### src/hdl/hlcp_host_defines.svh
`ifndef HLCP_HOST_DEFINES_SVH
`define HLCP_HOST_DEFINES_SVH

// ----------------------------------------
// Bus and link widths
`define HLCP_ADDR_W             6       // Register address
`define HLCP_DATA_W             32      // Register data
`define HLCP_BYTE_W             8       // One link byte
`define HLCP_STEP_W             5       // Program counter
`define HLCP_IDX_W              4       // Frame byte index, counts to 8

// ----------------------------------------
// Peripheral register map
`define HLCP_REG_STXR           6'h02   // Slave transmit data
`define HLCP_REG_SRXR           6'h03   // Slave receive data
`define HLCP_REG_IER            6'h04   // Interrupt enable
`define HLCP_REG_ISR            6'h05   // Interrupt status, write 0 clears
`define HLCP_REG_LCMR           6'h06   // Link command
`define HLCP_REG_CONR           6'h08   // Control
`define HLCP_REG_OPR            6'h09   // Operation enable
`define HLCP_REG_SADDH          6'h0C   // Slave address high

// ----------------------------------------
// Program steps
`define HLCP_STEP_INIT_CONR     5'd0
`define HLCP_STEP_INIT_ISR      5'd1
`define HLCP_STEP_INIT_IER      5'd2
`define HLCP_STEP_INIT_LCMR     5'd3
`define HLCP_STEP_INIT_OPR      5'd4
`define HLCP_STEP_INIT_WAIT     5'd5    // First byte pending
`define HLCP_STEP_RX_READ       5'd6
`define HLCP_STEP_RX_ISR        5'd7
`define HLCP_STEP_RX_LCMR       5'd8
`define HLCP_STEP_RX_WAIT       5'd9    // Next byte or report
`define HLCP_STEP_TX_SETUP      5'd10
`define HLCP_STEP_TX_CONR       5'd11
`define HLCP_STEP_TX_ISR        5'd12
`define HLCP_STEP_TX_IER        5'd13
`define HLCP_STEP_TX_LCMR       5'd14
`define HLCP_STEP_TX_SYNC       5'd15   // Status poll, no wait
`define HLCP_STEP_TX0_DATA      5'd16
`define HLCP_STEP_TX0_ISR       5'd17
`define HLCP_STEP_TX0_LCMR      5'd18
`define HLCP_STEP_TX0_WAIT      5'd19   // First LED frame sent
`define HLCP_STEP_TX1_DATA      5'd20
`define HLCP_STEP_TX1_ISR       5'd21
`define HLCP_STEP_LAST          5'd22

// ----------------------------------------
// Frame decode
`define HLCP_CMD_REPORT         4'hE
`define HLCP_FRAME_BYTES        8
`define HLCP_WRAP_IDX           2       // Continuation restarts at data byte 0
`define HLCP_CTS_BIT            3       // CTS error slot in LED frame 1

`endif

### src/hdl/hlcp_bus_pkg.sv
`include "hlcp_host_defines.svh"

// ----------------------------------------
// Register bus types
package hlcp_bus_pkg;

	// One register access as issued by the program
	typedef struct packed {
		logic                    write;   // 1 write, 0 read
		logic [`HLCP_ADDR_W-1:0] addr;
		logic [`HLCP_DATA_W-1:0] wdata;
	} bus_req_t;

	// Levels seen by the peripheral
	typedef struct packed {
		logic                    sel;     // High in SETUP and ACCESS
		logic                    enable;  // High in ACCESS only
		logic                    write;
		logic [`HLCP_ADDR_W-1:0] addr;
		logic [`HLCP_DATA_W-1:0] wdata;
	} bus_port_t;

	// Transaction phase
	typedef enum logic [1:0] {
		IDLE   = 2'd0,
		SETUP  = 2'd1,
		ACCESS = 2'd2
	} bus_phase_e;

endpackage

### src/hdl/hlcp_frame_pkg.sv
`include "hlcp_host_defines.svh"

// ----------------------------------------
// Received frame types
package hlcp_frame_pkg;

	// Header split into check and command nibbles
	typedef struct packed {
		logic [3:0] crc;                      // High nibble
		logic [3:0] cmd;                      // Low nibble
	} frame_hdr_f_t;

	// Header byte, raw as read or decoded
	typedef union packed {
		logic [`HLCP_BYTE_W-1:0] raw;         // Byte 0 from SRXR
		frame_hdr_f_t            f;
	} frame_hdr_u;

	// Whole eight-byte frame
	typedef struct packed {
		frame_hdr_u                hdr;       // Byte 0
		logic [`HLCP_BYTE_W-1:0]   id;        // Byte 1, operand ID
		logic [6*`HLCP_BYTE_W-1:0] data;      // Bytes 7..2, byte 2 lowest
	} frame_t;

endpackage

### src/hdl/hlcp_step_sequencer.sv
`timescale 1ns/1ps
`include "hlcp_host_defines.svh"

module hlcp_step_sequencer (
	input  logic                    sys_clk,
	input  logic                    sys_resetb,
	input  logic                    irq_i,         // Peripheral interrupt
	input  logic [3:0]              cmd_i,         // Command nibble of frame
	input  logic [`HLCP_BYTE_W-1:0] led0_i,        // LED error frame 0
	input  logic [`HLCP_BYTE_W-1:0] led1_i,        // LED error frame 1
	input  logic                    done_i,        // End of ACCESS
	output logic                    run_o,         // Bus master may start
	output hlcp_bus_pkg::bus_req_t  req_o,         // Request of this step
	output logic                    rx_capture_o   // SRXR read completes
);

	logic [`HLCP_STEP_W-1:0] step_q;               // Program counter
	logic [`HLCP_STEP_W-1:0] step_nxt;
	logic                    wait_step;            // Holding for irq

	function automatic logic is_wait(input logic [`HLCP_STEP_W-1:0] step);
		return (step == `HLCP_STEP_INIT_WAIT) || (step == `HLCP_STEP_RX_WAIT) ||
			(step == `HLCP_STEP_TX0_WAIT);
	endfunction

	assign wait_step = is_wait(step_q);

	// ----------------------------------------
	// Next step
	always_comb begin
		step_nxt = step_q;
		case (step_q)
			`HLCP_STEP_INIT_WAIT: if (irq_i) step_nxt = `HLCP_STEP_RX_READ;
			`HLCP_STEP_RX_WAIT: begin
				if (irq_i && (cmd_i == `HLCP_CMD_REPORT))
					step_nxt = `HLCP_STEP_TX_SETUP;     // Answer REPORT
				else if (irq_i)
					step_nxt = `HLCP_STEP_RX_READ;      // Next byte
			end
			`HLCP_STEP_TX0_WAIT: if (irq_i) step_nxt = `HLCP_STEP_TX1_DATA;
			`HLCP_STEP_LAST: if (done_i) step_nxt = `HLCP_STEP_INIT_CONR;
			default: if (done_i) step_nxt = step_q + `HLCP_STEP_W'(1);
		endcase
	end

	always_ff @(posedge sys_clk or negedge sys_resetb) begin
		if (!sys_resetb) begin
			step_q <= `HLCP_STEP_INIT_CONR;
			run_o  <= 1'b0;                        // Raised one cycle after reset
		end else begin
			step_q <= step_nxt;
			run_o  <= !is_wait(step_nxt);          // Drops as a wait step is entered
		end
	end

	// ----------------------------------------
	// Step table
	always_comb begin
		req_o.write = 1'b1;
		req_o.addr  = `HLCP_REG_ISR;                // ISR=0 unless listed
		req_o.wdata = '0;
		case (step_q)
			`HLCP_STEP_INIT_CONR: begin
				req_o.addr  = `HLCP_REG_CONR;
				req_o.wdata = `HLCP_DATA_W'(32'h1);  // Receive mode
			end
			`HLCP_STEP_INIT_IER, `HLCP_STEP_TX_IER: begin
				req_o.addr  = `HLCP_REG_IER;
				req_o.wdata = `HLCP_DATA_W'(32'hFF); // All sources
			end
			`HLCP_STEP_INIT_LCMR, `HLCP_STEP_TX_LCMR: begin
				req_o.addr  = `HLCP_REG_LCMR;
				req_o.wdata = `HLCP_DATA_W'(32'h1);
			end
			`HLCP_STEP_INIT_OPR: begin
				req_o.addr  = `HLCP_REG_OPR;
				req_o.wdata = `HLCP_DATA_W'(32'h1);  // Link on
			end
			`HLCP_STEP_RX_READ: begin
				req_o.write = 1'b0;
				req_o.addr  = `HLCP_REG_SRXR;
			end
			`HLCP_STEP_RX_LCMR, `HLCP_STEP_TX0_LCMR: begin
				req_o.addr  = `HLCP_REG_LCMR;
				req_o.wdata = `HLCP_DATA_W'(32'h4);  // Continue link
			end
			`HLCP_STEP_TX_SETUP: req_o.addr = `HLCP_REG_SADDH;
			`HLCP_STEP_TX_CONR: begin
				req_o.addr  = `HLCP_REG_CONR;
				req_o.wdata = `HLCP_DATA_W'(32'h3);  // Transmit mode
			end
			`HLCP_STEP_TX_SYNC: req_o.write = 1'b0;  // Status read
			`HLCP_STEP_TX0_DATA: begin
				req_o.addr  = `HLCP_REG_STXR;
				req_o.wdata = `HLCP_DATA_W'(led0_i);
			end
			`HLCP_STEP_TX1_DATA: begin
				req_o.addr  = `HLCP_REG_STXR;
				req_o.wdata = `HLCP_DATA_W'(led1_i);
			end
			`HLCP_STEP_LAST: begin
				req_o.addr  = `HLCP_REG_LCMR;
				req_o.wdata = `HLCP_DATA_W'(32'h6);  // Last frame
			end
			default: ;                               // ISR clears and waits
		endcase
	end

	assign rx_capture_o = done_i && (step_q == `HLCP_STEP_RX_READ);

	// No transaction runs or completes while holding for the interrupt
	a_wait_idle: assert property (@(posedge sys_clk) disable iff (!sys_resetb)
		wait_step |-> (!run_o && !done_i));

endmodule

### src/hdl/hlcp_bus_master.sv
`timescale 1ns/1ps
`include "hlcp_host_defines.svh"

module hlcp_bus_master (
	input  logic                    sys_clk,
	input  logic                    sys_resetb,
	input  logic                    run_i,          // Start level
	input  hlcp_bus_pkg::bus_req_t  req_i,          // Sampled in IDLE
	input  logic [`HLCP_DATA_W-1:0] bus_rdata_i,    // Peripheral read data
	output hlcp_bus_pkg::bus_port_t bus_o,          // Registered bus levels
	output logic                    done_o,         // Last cycle of ACCESS
	output logic                    rdata_valid_o   // Read data on bus now
);

	import hlcp_bus_pkg::*;

	bus_phase_e phase_q;

	// ----------------------------------------
	// Phase FSM and bus levels
	always_ff @(posedge sys_clk or negedge sys_resetb) begin
		if (!sys_resetb) begin
			phase_q <= IDLE;
			bus_o   <= '0;
		end else begin
			case (phase_q)
				IDLE: begin
					if (run_i) begin
						phase_q      <= SETUP;
						bus_o.sel    <= 1'b1;
						bus_o.write  <= req_i.write;
						bus_o.addr   <= req_i.addr;
						bus_o.wdata  <= req_i.wdata;
					end
				end
				SETUP: begin
					phase_q      <= ACCESS;
					bus_o.enable <= 1'b1;               // Peripheral acts now
				end
				default: begin
					phase_q      <= IDLE;               // At least one idle cycle
					bus_o.sel    <= 1'b0;
					bus_o.enable <= 1'b0;
					bus_o.write  <= 1'b0;
				end
			endcase
		end
	end

	assign done_o        = (phase_q == ACCESS);
	assign rdata_valid_o = (phase_q == ACCESS) && !bus_o.write;

	// ACCESS only follows a SETUP cycle of the same transfer
	a_enable_sel: assert property (@(posedge sys_clk) disable iff (!sys_resetb)
		bus_o.enable |-> (bus_o.sel && $past(bus_o.sel && !bus_o.enable)));

	// Peripheral must present defined read data in ACCESS
	a_rdata_known: assert property (@(posedge sys_clk) disable iff (!sys_resetb)
		rdata_valid_o |-> !$isunknown(bus_rdata_i));

endmodule

### src/hdl/hlcp_rx_frame.sv
`timescale 1ns/1ps
`include "hlcp_host_defines.svh"

module hlcp_rx_frame (
	input  logic                    sys_clk,
	input  logic                    sys_resetb,
	input  logic                    irq_i,          // Peripheral interrupt
	input  logic                    init_i,         // Link init, clears index
	input  logic                    link_start_i,   // New frame on the link
	input  logic                    capture_i,      // SRXR read in ACCESS
	input  logic [`HLCP_DATA_W-1:0] rdata_i,
	output hlcp_frame_pkg::frame_t  frame_o,
	output logic [1:0]              loop_count_o    // Continuation passes
);

	logic                    irq_q;                 // Last cycle's irq
	logic                    irq_fall;
	logic [`HLCP_IDX_W-1:0]  idx_q;                 // Next byte slot
	logic                    idx_full;
	logic [`HLCP_BYTE_W-1:0] byte_q [`HLCP_FRAME_BYTES];

	// ----------------------------------------
	// Interrupt edge and byte index
	always_ff @(posedge sys_clk or negedge sys_resetb) begin
		if (!sys_resetb)
			irq_q <= 1'b0;
		else
			irq_q <= irq_i;
	end

	assign irq_fall = irq_q && !irq_i;              // ISR cleared by host
	assign idx_full = (idx_q == `HLCP_IDX_W'(`HLCP_FRAME_BYTES));

	always_ff @(posedge sys_clk or negedge sys_resetb) begin
		if (!sys_resetb)
			idx_q <= '0;
		else if (init_i || link_start_i)
			idx_q <= '0;
		else if (idx_full)
			idx_q <= `HLCP_IDX_W'(`HLCP_WRAP_IDX) + `HLCP_IDX_W'(irq_fall); // Keep a late edge
		else if (irq_fall)
			idx_q <= idx_q + `HLCP_IDX_W'(1);
	end

	always_ff @(posedge sys_clk or negedge sys_resetb) begin
		if (!sys_resetb)
			loop_count_o <= 2'd0;
		else if (init_i)
			loop_count_o <= 2'd0;
		else if (idx_full)
			loop_count_o <= loop_count_o + 2'd1;   // One per wrap
	end

	// ----------------------------------------
	// Frame buffer
	always_ff @(posedge sys_clk or negedge sys_resetb) begin
		if (!sys_resetb) begin
			for (int i = 0; i < `HLCP_FRAME_BYTES; i++)
				byte_q[i] <= '0;
		end else if (capture_i && !idx_full) begin
			byte_q[idx_q[2:0]] <= rdata_i[`HLCP_BYTE_W-1:0]; // Low byte only
		end
	end

	always_comb begin
		frame_o.hdr.raw = byte_q[0];
		frame_o.id      = byte_q[1];
		frame_o.data    = {byte_q[7], byte_q[6], byte_q[5],
			byte_q[4], byte_q[3], byte_q[2]};
	end

	a_idx_range: assert property (@(posedge sys_clk) disable iff (!sys_resetb)
		idx_q <= `HLCP_IDX_W'(`HLCP_FRAME_BYTES));

endmodule

### src/hdl/hlcp_error_report.sv
`timescale 1ns/1ps
`include "hlcp_host_defines.svh"

module hlcp_error_report (
	input  logic                    sys_clk,
	input  logic                    sys_resetb,
	input  logic                    init_i,         // Capture LED inputs
	input  logic                    link_stop_i,
	input  logic                    addr_match_i,   // Stop was addressed to us
	input  logic                    cts_error_i,    // Clear-to-send fault
	input  logic [`HLCP_BYTE_W-1:0] led_frame0_i,
	input  logic [`HLCP_BYTE_W-1:0] led_frame1_i,
	output logic [`HLCP_BYTE_W-1:0] led0_o,         // Data for step 16
	output logic [`HLCP_BYTE_W-1:0] led1_o          // Data for step 20
);

	logic flush_q;                                  // Flush level
	logic cts_q;                                    // Sticky CTS error

	always_ff @(posedge sys_clk or negedge sys_resetb) begin
		if (!sys_resetb)
			flush_q <= 1'b0;
		else if (link_stop_i && addr_match_i)
			flush_q <= !flush_q;                   // Toggles per addressed stop
	end

	always_ff @(posedge sys_clk or negedge sys_resetb) begin
		if (!sys_resetb)
			cts_q <= 1'b0;
		else if (flush_q)
			cts_q <= 1'b0;
		else if (cts_error_i)
			cts_q <= 1'b1;
	end

	// ----------------------------------------
	// LED error frames
	always_ff @(posedge sys_clk or negedge sys_resetb) begin
		if (!sys_resetb) begin
			led0_o <= '1;                          // No report captured yet
			led1_o <= '1;
		end else if (flush_q) begin
			led0_o <= '0;
			led1_o <= '0;
		end else if (init_i) begin
			led0_o <= led_frame0_i;
			led1_o <= led_frame1_i;
			led1_o[`HLCP_CTS_BIT] <= cts_q;        // CTS slot overrides input
		end
	end

endmodule

### src/hdl/hlcp_host_top.sv
`timescale 1ns/1ps
`include "hlcp_host_defines.svh"

module hlcp_host_top (
	input  logic                    sys_clk,
	input  logic                    sys_resetb,
	input  logic                    irq_i,          // Peripheral interrupt
	input  logic [`HLCP_DATA_W-1:0] bus_rdata_i,
	input  logic                    init_i,
	input  logic                    link_start_i,
	input  logic                    link_stop_i,
	input  logic                    addr_match_i,
	input  logic                    cts_error_i,
	input  logic [`HLCP_BYTE_W-1:0] led_frame0_i,
	input  logic [`HLCP_BYTE_W-1:0] led_frame1_i,
	output hlcp_bus_pkg::bus_port_t bus_o,
	output hlcp_frame_pkg::frame_t  frame_o,
	output logic [1:0]              loop_count_o
);

	import hlcp_bus_pkg::*;

	logic                    run;
	bus_req_t                req;
	logic                    done;
	logic                    rdata_valid;
	logic                    rx_capture;
	logic                    capture;              // Qualified read strobe
	logic [`HLCP_BYTE_W-1:0] led0;
	logic [`HLCP_BYTE_W-1:0] led1;

	// ----------------------------------------
	// Program and bus
	hlcp_step_sequencer u_seq (
		.sys_clk      (sys_clk),
		.sys_resetb   (sys_resetb),
		.irq_i        (irq_i),
		.cmd_i        (frame_o.hdr.f.cmd),
		.led0_i       (led0),
		.led1_i       (led1),
		.done_i       (done),
		.run_o        (run),
		.req_o        (req),
		.rx_capture_o (rx_capture)
	);

	hlcp_bus_master u_bus (
		.sys_clk       (sys_clk),
		.sys_resetb    (sys_resetb),
		.run_i         (run),
		.req_i         (req),
		.bus_rdata_i   (bus_rdata_i),
		.bus_o         (bus_o),
		.done_o        (done),
		.rdata_valid_o (rdata_valid)
	);

	assign capture = rx_capture && rdata_valid;     // Read phase only

	// ----------------------------------------
	// Receive and report
	hlcp_rx_frame u_rx (
		.sys_clk      (sys_clk),
		.sys_resetb   (sys_resetb),
		.irq_i        (irq_i),
		.init_i       (init_i),
		.link_start_i (link_start_i),
		.capture_i    (capture),
		.rdata_i      (bus_rdata_i),
		.frame_o      (frame_o),
		.loop_count_o (loop_count_o)
	);

	hlcp_error_report u_err (
		.sys_clk      (sys_clk),
		.sys_resetb   (sys_resetb),
		.init_i       (init_i),
		.link_stop_i  (link_stop_i),
		.addr_match_i (addr_match_i),
		.cts_error_i  (cts_error_i),
		.led_frame0_i (led_frame0_i),
		.led_frame1_i (led_frame1_i),
		.led0_o       (led0),
		.led1_o       (led1)
	);

endmodule

### config.mk
export PLATFORM = sky130hd
export DESIGN_NAME = hlcp_host_top
export DESIGN_NICKNAME = d
export VERILOG_FILES = /design/src/hdl/hlcp_bus_pkg.sv /design/src/hdl/hlcp_frame_pkg.sv /design/src/hdl/hlcp_step_sequencer.sv /design/src/hdl/hlcp_bus_master.sv /design/src/hdl/hlcp_rx_frame.sv /design/src/hdl/hlcp_error_report.sv /design/src/hdl/hlcp_host_top.sv
export VERILOG_INCLUDE_DIRS = /design/src /design/src/hdl
export SDC_FILE = /design/constraint.sdc
export NUM_CORES = 1
export LEC_CHECK = 0
export BUFFER_PORTS_ARGS = -buffer_cell sky130_fd_sc_hd__buf_2
export CORE_MARGIN = 1.5
export CORE_UTILIZATION = 51
export DETAILED_ROUTE_END_ITERATION = 8
export PLACE_DENSITY = 0.8
export SYNTH_ARGS = -nofsm -noshare
export SYNTH_HDL_FRONTEND = slang
export SYNTH_SLANG_ARGS = --single-unit
### constraint.sdc
create_clock -name sys_clk -period 3.4 [get_ports sys_clk]
set_input_delay 0.85 -clock sys_clk [delete_from_list [all_inputs] [get_ports sys_clk]]
set_output_delay 0.85 -clock sys_clk [all_outputs]
set_load 0.02 [all_outputs]
==> impl_metrics.toml, run 1 <==
[sta]
clock.fmax_mhz = 345
clock_skew_ps = 9.50
tightest_slew_ps = 825
hold_viol = 0
finalCritPeriodShare_pct = 85.2
setup_violations = 0
final-max-slew-violation-count = 0
min_period_ps = 2900
tns_ps = 0
rsz0062_at_grt = "no"
timing.final.ws_setup_ps = 503
max_slew_margin_pct = 44.5

[detailed_routing]
vias_per_cell = 5.36
ant_nets = 0
wl_mm = 11.1
drt_first_pass_iters = 4
routedWlPerCell_um = 16.5
drcViolationCount = 0
vias = 3608
drt_iter0_markers = 143

[yosys]
synthFlopType = "dfrtp_1"
synth_top_cell_area_share_pct = 46.2
synthesis.area_mm2 = 0.00520
yosys-top-cells-area = "dfrtp_1 46%, mux2_2 16%, dfstp_2 8.1%, buf_4 3.8%, mux2i_1 3.5%"
syn-instance-count = 425
yosysWarningCount = 0
synth_edf_count = 0
synth_commonest_cells = "96 x dfrtp_1, 74 x mux2_2, 35 x nor2_1"
async_flop_share_pct = 100
avgSynthCellArea_um2 = 12.2
ys_seq_area_share_pct = 54.3
synth-seq-cells = 112
yosys.area.top_type = "dfrtp_1"
synth_cell_types = 53
yosysMostFrequentCell = "dfrtp_1"

[min_path]
min_path_type = "in -> async"

[global_routing]
grt-ovfl-total = 0
grt_pass1_vias = 3555
grt_usage_pct = 21.3
antenna_found_initial = 1
grt_max_degree = 67
grt_pass1_wl_mm = 18.1

[clock_tree]
cts_setup_buffers = 0
cts-root-buf = "clkbuf_8"
cts_buffers = 9
clk_pin_slew_worst_paths_ps = 100
clk_latency_ps = 370
cts_tree = "yes"
ctsLongestPathBuffers = 2
clock_sinks = 112
htreeDepth = 3
cts_resized = 0
ctsHoldBuffers = 0

[power_and_ir_drop]
total_power_mw = 4.16
p_per_area_mw_per_mm2 = 689
leakage_nw = 3.03
peakVddDrop_mv = 0.398

[floorplan]
die-width_um = 104
core_area_mm2 = 0.00982
core.rowCount = 36
fp.dieArea_mm2 = 0.0108
io_pins = 163
start_util_pct = 52.9
fp.dieH_um = 104

[critical_path]
crit_family = "simple AND/OR/NAND/NOR gates"
required_ps = 3670
critPathBufInv = 1
worstPathArrival_ps = 3160
r2r_start = "u_seq.step_q[0]$_DFF_PN0_"
endpoint_kind = "register"
critPathKind = "reg -> reg"
slowest_delay_ps = 560
crit_fanout = 8
crit_path_top_delay_cell = "nor2_2"
worstSetupStartpoint = "u_seq.step_q[0]$_DFF_PN0_"
crit_chain = "inv_1, ha_1, nor2b_1, and2_4, nand3_2, or2_1, nor2_2, mux2_2"
setup.worst_path.start_class = "register"

[place]
routabilityCongestion = 0.862
dp_cells = 656
placed_cell_area_mm2 = 0.00578
pre_cts_ws_ps = 552
portBuffers = 111
dp_hpwl_mm = 7.86

[final_layout]
final_nets = 598
drive_gt1_share_pct = 43.4
final_area_mm2 = 0.00604
fill_cells = 816
area_growth_pct = 16.2
fin_cells = 673

[status]
status = "completed"

[job]
cap_violations = 0
## metal layers
layer	global-route usage [%]	vias to the layer above	routed length [µm]
met5	0	-	0
met4	11.4	0	342
met3	2.57	23	438
met2	35.7	119	5570
met1	27.2	1812	4760
li1	-	1654	-
## worst paths after layout
check / slack [ps] / cells past startpoint / endpoint
setup / recovery: 500 / 8 / u_rx.frame_o[43]$_DFFE_PN0P_
hold / removal: 470 / 1 / u_err.flush_q$_DFFE_PN0P_
setup reg to reg: 500 / 8 / u_rx.frame_o[43]$_DFFE_PN0P_
hold reg to reg: 480 / 2 / u_bus.bus_o[6]$_DFFE_PN0P_
max in group asynchronous: 2110 / 2 / u_err.led0_o[2]$_DFFE_PN1P_
min in group sys_clk: 480 / 2 / u_bus.bus_o[6]$_DFFE_PN0P_
## registers in the layout, summed over array words and instances (netlist names)
signal and cells:
u_rx.irq_q 1, u_err.cts_q 1, u_rx.idx_q 4, u_err.led1_o 8, u_seq.run_o 1, u_seq.step_q 5, u_bus.phase_q 2, u_rx.loop_count_o 2
u_err.led0_o 8, u_rx.frame_o 64, u_err.flush_q 1, u_bus.bus_o 15
## area by class of cell
class                   count  area (µm²)  share of cell area [%]
flip-flops and latches    112        2820                    46.7
multi-input cells         288        2170                    35.9
repair buffers            114         593                    9.82
well taps                 133         166                    2.76
clock buffers              10         128                    2.11
clock inverters             6         126                    2.09
inverters                   9        33.8                   0.559
diodes                      1        2.50                  0.0414
## logic make-up (layout without fill, tap and decap cells)
kind of cell | after synthesis | after routing | share of synthesized area, %
flops | 112 | 112 | 54.3
other cells | 1 | 27 | 0.0722
xor+xnor | 6 | 6 | 1.01
simple gates | 105 | 105 | 11.2
fa+ha+maj | 8 | 8 | 1.93
compound gates | 51 | 51 | 6.21
buf+inv | 50 | 139 | 5.80
mux | 92 | 92 | 19.5
## report_power, final
| group | total [mW] | internal, mW | switching [mW] |
|---|---|---|---|
| clock network | 0.967 | 0.504 | 0.463 |
| registers | 1.84 | 1.61 | 0.223 |
| logic | 1.36 | 0.534 | 0.824 |
## layout by cell type (no fill, tap or decap), types with 14 or more instances in the layout
| master | n |
|---|---|
| mux2_2 | 74 |
| buf_2 | 110 |
| nand2_1 | 24 |
| mux2i_1 | 18 |
| dfrtp_1 | 96 |
| conb_1 | 26 |
| o21ai_0 | 15 |
| a21oi_1 | 14 |
| nor2_1 | 35 |
| dfstp_2 | 16 |
## worst register-to-register path: cells and delay by family, from the launching register on
| kind | cells | cell delay, ps |
|---|---|---|
| buffers and inverters | 1 | 120 |
| DFF | 1 | 440 |
| muxes | 1 | 410 |
| adders and majority gates | 1 | 310 |
| and+or+nand+nor | 5 | 1500 |
## per-stage QoR
step / utilization (%) / hold slack (ps)
2_1_floorplan: - / 463
3_3_place_gp: 58.9 / 457
3_5_place_dp: 58.9 / 465
4_1_cts: 61.5 / 486
5_1_grt: 61.5 / 493
6_report: 61.5 / 465
Note: power is estimated with default switching activity, not from simulation.
==> run 2, diff against run 1 <==
--- a/config.mk
+++ b/config.mk
@@ -10,7 +10,7 @@
 export CORE_MARGIN = 1.5
 export CORE_UTILIZATION = 51
 export DETAILED_ROUTE_END_ITERATION = 8
-export PLACE_DENSITY = 0.8
+export PLACE_DENSITY_LB_ADDON = 0.05
 export SYNTH_ARGS = -nofsm -noshare
 export SYNTH_HDL_FRONTEND = slang
 export SYNTH_SLANG_ARGS = --single-unit
==> impl_metrics.toml, run 2 (synthesis gave the netlist of run 1 again) <==
[critical_path]
worstPathArrival_ps = 3110
endpoint_kind = "register"
critPathKind = "reg -> reg"
ff2ff_setup_slack_ps = 550
slowest_delay_ps = 570
crit_family = "simple AND/OR/NAND/NOR gates"
crit_path_top_delay_cell = "nor3b_4"
r2r_start = "u_seq.step_q[0]$_DFF_PN0_"
rr_worst_depth = 8
r2r-end = "u_rx.frame_o[26]$_DFFE_PN0P_"
required_ps = 3660
setup.worst_path.start_class = "register"
crit_chain = "inv_1, ha_1, nor2b_1, and2_4, nand3_2, or2_1, nor3b_4, mux2_2"
critPathBufInv = 1
crit_fanout = 8

[clock_tree]
ctsLongestPathBuffers = 2
cts_setup_buffers = 0
cts_buffers = 9
cts-root-buf = "clkbuf_8"
cts_resized = 0
clk_latency_ps = 380
ctsHoldBuffers = 0
clk_pin_slew_worst_paths_ps = 100
cts_tree = "yes"
clock_sinks = 112
htreeDepth = 3

[final_layout]
final_cell_mix = "110 x buf_2, 96 x dfrtp_1, 74 x mux2_2"
largest_reg_flops = 64
drive_gt1_share_pct = 43.8
area_growth_pct = 15.4
fill_cells = 830
diodes = 0
fin_cells = 674
final_nets = 600
fin_util_pct = 61.1
layout_commonest_cell = "buf_2"

[place]
portBuffers = 111
pre_cts_ws_ps = 585
dp_cells = 658
dp_hpwl_mm = 7.61
routabilityCongestion = 0.843

[sta]
timing.final.ws_setup_ps = 554
finalCritPeriodShare_pct = 83.7
clock.fmax_mhz = 351
clock_skew_ps = 18.3
hold_viol = 0
tns_ps = 0
rsz0062_at_grt = "no"
min_period_ps = 2850
max_slew_margin_pct = 59.7
final-max-slew-violation-count = 0
tightest_slew_ps = 604
setup_violations = 0

[floorplan]
core_area_mm2 = 0.00982
die-width_um = 104
io_pins = 163
core.rowCount = 36
fp.dieH_um = 104
fp.dieArea_mm2 = 0.0108
start_util_pct = 52.9

[detailed_routing]
vias_per_cell = 5.18
ant_nets = 0
vias = 3494
drt_first_pass_iters = 5
drcViolationCount = 0
wl_mm = 10.9
routedWlPerCell_um = 16.1
drt_iter0_markers = 156

[power_and_ir_drop]
clkPwrFrac_pct = 19.7
intPower_mw = 2.45
swShare_pct = 38.7
p_comb_share_pct = 34.2
switching_power_mw = 1.55
peakVddDrop_mv = 0.369
p_seq_share_pct = 46.1
leakage_nw = 3.02
p_per_area_mw_per_mm2 = 667

[status]
status = "completed"

[global_routing]
antenna_found_initial = 0
grt-ovfl-total = 0
grt_pass1_vias = 3424
grt_max_degree = 46
grt_pass1_wl_mm = 18.1
grt_usage_pct = 21.1

[min_path]
min_path_type = "in -> async"

[job]
cap_violations = 0
==> run 2: final cells by class <==
type / instances / area, µm² / area share [%]
repair buffers: 116 / 608 / 10.1
clock buffers: 9 / 124 / 2.07
inverters: 9 / 33.8 / 0.563
flip-flops and latches: 112 / 2820 / 47.1
clock inverters: 7 / 75.1 / 1.25
multi-input cells: 288 / 2170 / 36.1
well taps: 133 / 166 / 2.77
==> run 2: worst max-delay path by stage <==
stage                                    from                           end  slack [ps]  cells after the start
detailed placement  u_seq.step_q[0]$_DFF_PN0_  u_rx.frame_o[26]$_DFFE_PN0P_         580                      8
global placement    u_seq.step_q[0]$_DFF_PN0_  u_rx.frame_o[31]$_DFFE_PN0P_         610                      8
floorplan           u_rx.idx_q[1]$_DFFE_PN0P_  u_rx.frame_o[24]$_DFFE_PN0P_         970                     10
CTS                 u_seq.step_q[0]$_DFF_PN0_  u_rx.frame_o[26]$_DFFE_PN0P_         570                      8
finish              u_seq.step_q[0]$_DFF_PN0_  u_rx.frame_o[26]$_DFFE_PN0P_         550                      8
global route        u_seq.step_q[0]$_DFF_PN0_  u_rx.frame_o[26]$_DFFE_PN0P_         410                      8
==> run 2: stage by stage <==
| step | hold WS, ps | power [mW] | instance area (µm²) |
|---|---|---|---|
| floorplan | 463 | 2.82 | 5290 |
| global placement | 458 | 3.20 | 5800 |
| detailed placement | 466 | 3.24 | 5800 |
| CTS | 472 | 4.02 | 6000 |
| global route | 483 | 4.27 | 6000 |
| finish | 454 | 4.00 | 6000 |
==> run 2: power groups by stage <==
stage,Clock [mW],Combinational (mW),Sequential [mW]
after floorplan,0,0.877,1.94
final,0.786,1.37,1.84
after detailed placement,0,1.37,1.87
after CTS,0.802,1.38,1.84
after global routing,0.867,1.52,1.89
after global placement,0,1.35,1.86
==> run 2: layer usage <==
layer | up-vias | global-route usage, % | share of wire [%]
li1 | 1661 | - | -
met1 | 1701 | 30.9 | 48
met2 | 124 | 31.5 | 46
met3 | 8 | 5.20 | 5.5
met4 | 0 | 5.36 | 0.94
met5 | - | 0 | 0
==> run 3, diff against run 2 <==
--- a/config.mk
+++ b/config.mk
@@ -6,9 +6,10 @@
 export SDC_FILE = /design/constraint.sdc
 export NUM_CORES = 1
 export LEC_CHECK = 0
+export ABC_AREA = 1
 export BUFFER_PORTS_ARGS = -buffer_cell sky130_fd_sc_hd__buf_2
 export CORE_MARGIN = 1.5
-export CORE_UTILIZATION = 51
+export CORE_UTILIZATION = 52
 export DETAILED_ROUTE_END_ITERATION = 8
 export PLACE_DENSITY_LB_ADDON = 0.05
 export SYNTH_ARGS = -nofsm -noshare
==> constraint.sdc (replaced) <==
create_clock -name sys_clk -period 2.8 [get_ports sys_clk]
set_input_delay 0.7 -clock sys_clk [delete_from_list [all_inputs] [get_ports sys_clk]]
set_output_delay 0.7 -clock sys_clk [all_outputs]
set_load 0.02 [all_outputs]
==> impl_metrics.toml, run 3 <==
[global_routing]
antenna_found_initial = 0
grt-ovfl-total = 0
grt_pass1_wl_mm = 19.4
grt_pass1_vias = 4090
grt_use_met3_pct = 5.32
grt_use_met2_pct = 38.4
grt_max_degree = 46
busiest_layer = "met2"
gr-usage-met1_pct = 26.8
grt_usage_pct = 22.1

[clock_tree]
clk_latency_ps = 380
clock_sinks = 112
cts_resized = 0
ctsHoldBuffers = 0
cts_setup_buffers = 0
clk_pin_slew_worst_paths_ps = 110
cts-root-buf = "clkbuf_8"
ctsLongestPathBuffers = 2
cts_buffers = 9
htreeDepth = 3
cts_tree = "yes"

[power_and_ir_drop]
p_comb_share_pct = 35.7
total_power_mw = 4.94
p_per_area_mw_per_mm2 = 796
intPower_mw = 2.95
leakage_nw = 3.33
peakVddDrop_mv = 0.404
switching_power_mw = 2.00
swShare_pct = 40.4
clkPwrFrac_pct = 20.0
p_seq_share_pct = 44.3

[floorplan]
fp.dieH_um = 106
core.rowCount = 37
die-width_um = 106
start_util_pct = 53.4
fp.dieArea_mm2 = 0.0112
core_area_mm2 = 0.0103
io_pins = 163

[yosys]
yosys.area.top_type = "dfrtp_1"
synth_top_cell_area_share_pct = 43.8
async_flop_share_pct = 100
synth_edf_count = 0
avgSynthCellArea_um2 = 8.72
yosys-top-cells-area = "dfrtp_1 44%, nand2_1 9.4%, dfstp_2 7.7%, inv_1 5.5%, nor2_1 4.2%"
synthesis.area_mm2 = 0.00549
yosysWarningCount = 0
synthFlopType = "dfrtp_1"
synth_cell_types = 42
yosysMostFrequentCell = "nand2_1"
ys_seq_area_share_pct = 51.4
synth-seq-cells = 112
syn-instance-count = 629
synth_commonest_cells = "138 x nand2_1, 96 x dfrtp_1, 81 x inv_1"

[critical_path]
critPathBufInv = 2
critPathKind = "reg -> reg"
crit_path_top_delay_cell = "dfrtp_1"
slowest_delay_ps = 470
crit_fanout = 16
r2r-end = "u_rx.frame_o[49]$_DFFE_PN0P_"
endpoint_kind = "register"
r2r_start = "u_seq.step_q[0]$_DFF_PN0_"
setup.worst_path.start_class = "register"
worstPathArrival_ps = 2310
crit_family = "simple AND/OR/NAND/NOR gates"
ff2ff_setup_slack_ps = 760
crit_top_cell = "inv_1"
required_ps = 3070
rr_worst_depth = 9
path_depth = 9
crit_chain = "inv_1, ha_1, nand2_4, nor2_8, nand3_4, nor2_4, nand2_2, a21oi_1, inv_1"

[detailed_routing]
drcViolationCount = 0
routedWlPerCell_um = 13.4
vias = 4260
wl_mm = 11.8
vias_per_cell = 4.85
ant_nets = 0
drt_first_pass_iters = 4
drt_iter0_markers = 173

[sta]
clock.fmax_mhz = 491
min_period_ps = 2040
max_slew_margin_pct = 53.9
setup_violations = 0
finalCritPeriodShare_pct = 72.8
tns_ps = 0
final-max-slew-violation-count = 0
tightest_slew_ps = 687
rsz0062_at_grt = "no"
clock_skew_ps = 13.5
hold_viol = 0

[final_layout]
area_growth_pct = 13.3
final_cell_mix = "138 x nand2_1, 110 x buf_2, 96 x dfrtp_1"
final_nets = 801
largest_reg_flops = 64
diodes = 0
layout_commonest_cell = "nand2_1"
drive_gt1_share_pct = 24.9

[place]
portBuffers = 111
routabilityCongestion = 0.862
dp_hpwl_mm = 8.66

[status]
status = "completed"

[job]
cap_violations = 0

[min_path]
min_path_type = "in -> async"
run 3: kinds of logic (layout without fill, tap and decap cells):
logic type / after synthesis / count (layout) / share of synthesized area [%]
AOI/OAI and AO/OA: 107 / 107 / 11.1
xor gates and xnor gates: 2 / 2 / 0.319
other: 1 / 26 / 0.0683
muxes: 8 / 8 / 1.46
adders and majority gates: 8 / 8 / 1.82
and+or+nand+nor: 264 / 264 / 21.8
buffers and inverters: 127 / 215 / 12.0
DFF: 112 / 112 / 51.4
run 3: metrics by stage:
stage                     cell area, µm²  setup slack [ps]  hold slack (ps)  std cells  util (%)
after floorplan                     5580              1060              395        654         -
after global placement              6010               802              409        862      58.5
after detailed placement            6010               774              419        862      58.5
after CTS                           6210               753              297        878      60.5
after global routing                6210               564              319        878      60.5
final                               6210               762              291        878      60.5
run 3: worst max path at each step:
stage | slack, ps | from | end
3_3_place_gp | 800 | u_seq.step_q[0]$_DFF_PN0_ | u_seq.run_o$_DFF_PN0_
4_1_cts | 750 | u_seq.step_q[0]$_DFF_PN0_ | u_seq.run_o$_DFF_PN0_
3_5_place_dp | 770 | u_seq.step_q[0]$_DFF_PN0_ | u_rx.frame_o[52]$_DFFE_PN0P_
5_1_grt | 560 | u_seq.step_q[0]$_DFF_PN0_ | u_seq.run_o$_DFF_PN0_
2_1_floorplan | 1060 | u_seq.step_q[0]$_DFF_PN0_ | u_rx.frame_o[62]$_DFFE_PN0P_
6_report | 760 | u_seq.step_q[0]$_DFF_PN0_ | u_rx.frame_o[49]$_DFFE_PN0P_
run 3: power groups by stage:
stage / logic [mW] / clock network [mW] / registers (mW)
3_3_place_gp: 1.74 / 0 / 2.22
2_1_floorplan: 1.19 / 0 / 2.34
3_5_place_dp: 1.77 / 0 / 2.22
5_1_grt: 2.02 / 1.07 / 2.23
4_1_cts: 1.78 / 1.02 / 2.19
6_report: 1.77 / 0.988 / 2.19
run 3: cell type report:
cell class                      count  area (µm²)
Fill cell                         981        4060
Timing Repair Buffer              114         593
Clock buffer                        9         124
Multi-Input combinational cell    415        2100
Sequential cell                   112        2820
Inverter                           85         327
Tap cell                          136         170
Clock inverter                      7        77.6
run 3: layer usage:
| layer | part of all wire [%] | vias to the layer above |
|---|---|---|
| li1 | - | 2160 |
| met1 | 44 | 1975 |
| met2 | 49 | 110 |
| met3 | 5.6 | 15 |
| met4 | 1.4 | 0 |
| met5 | 0 | - |
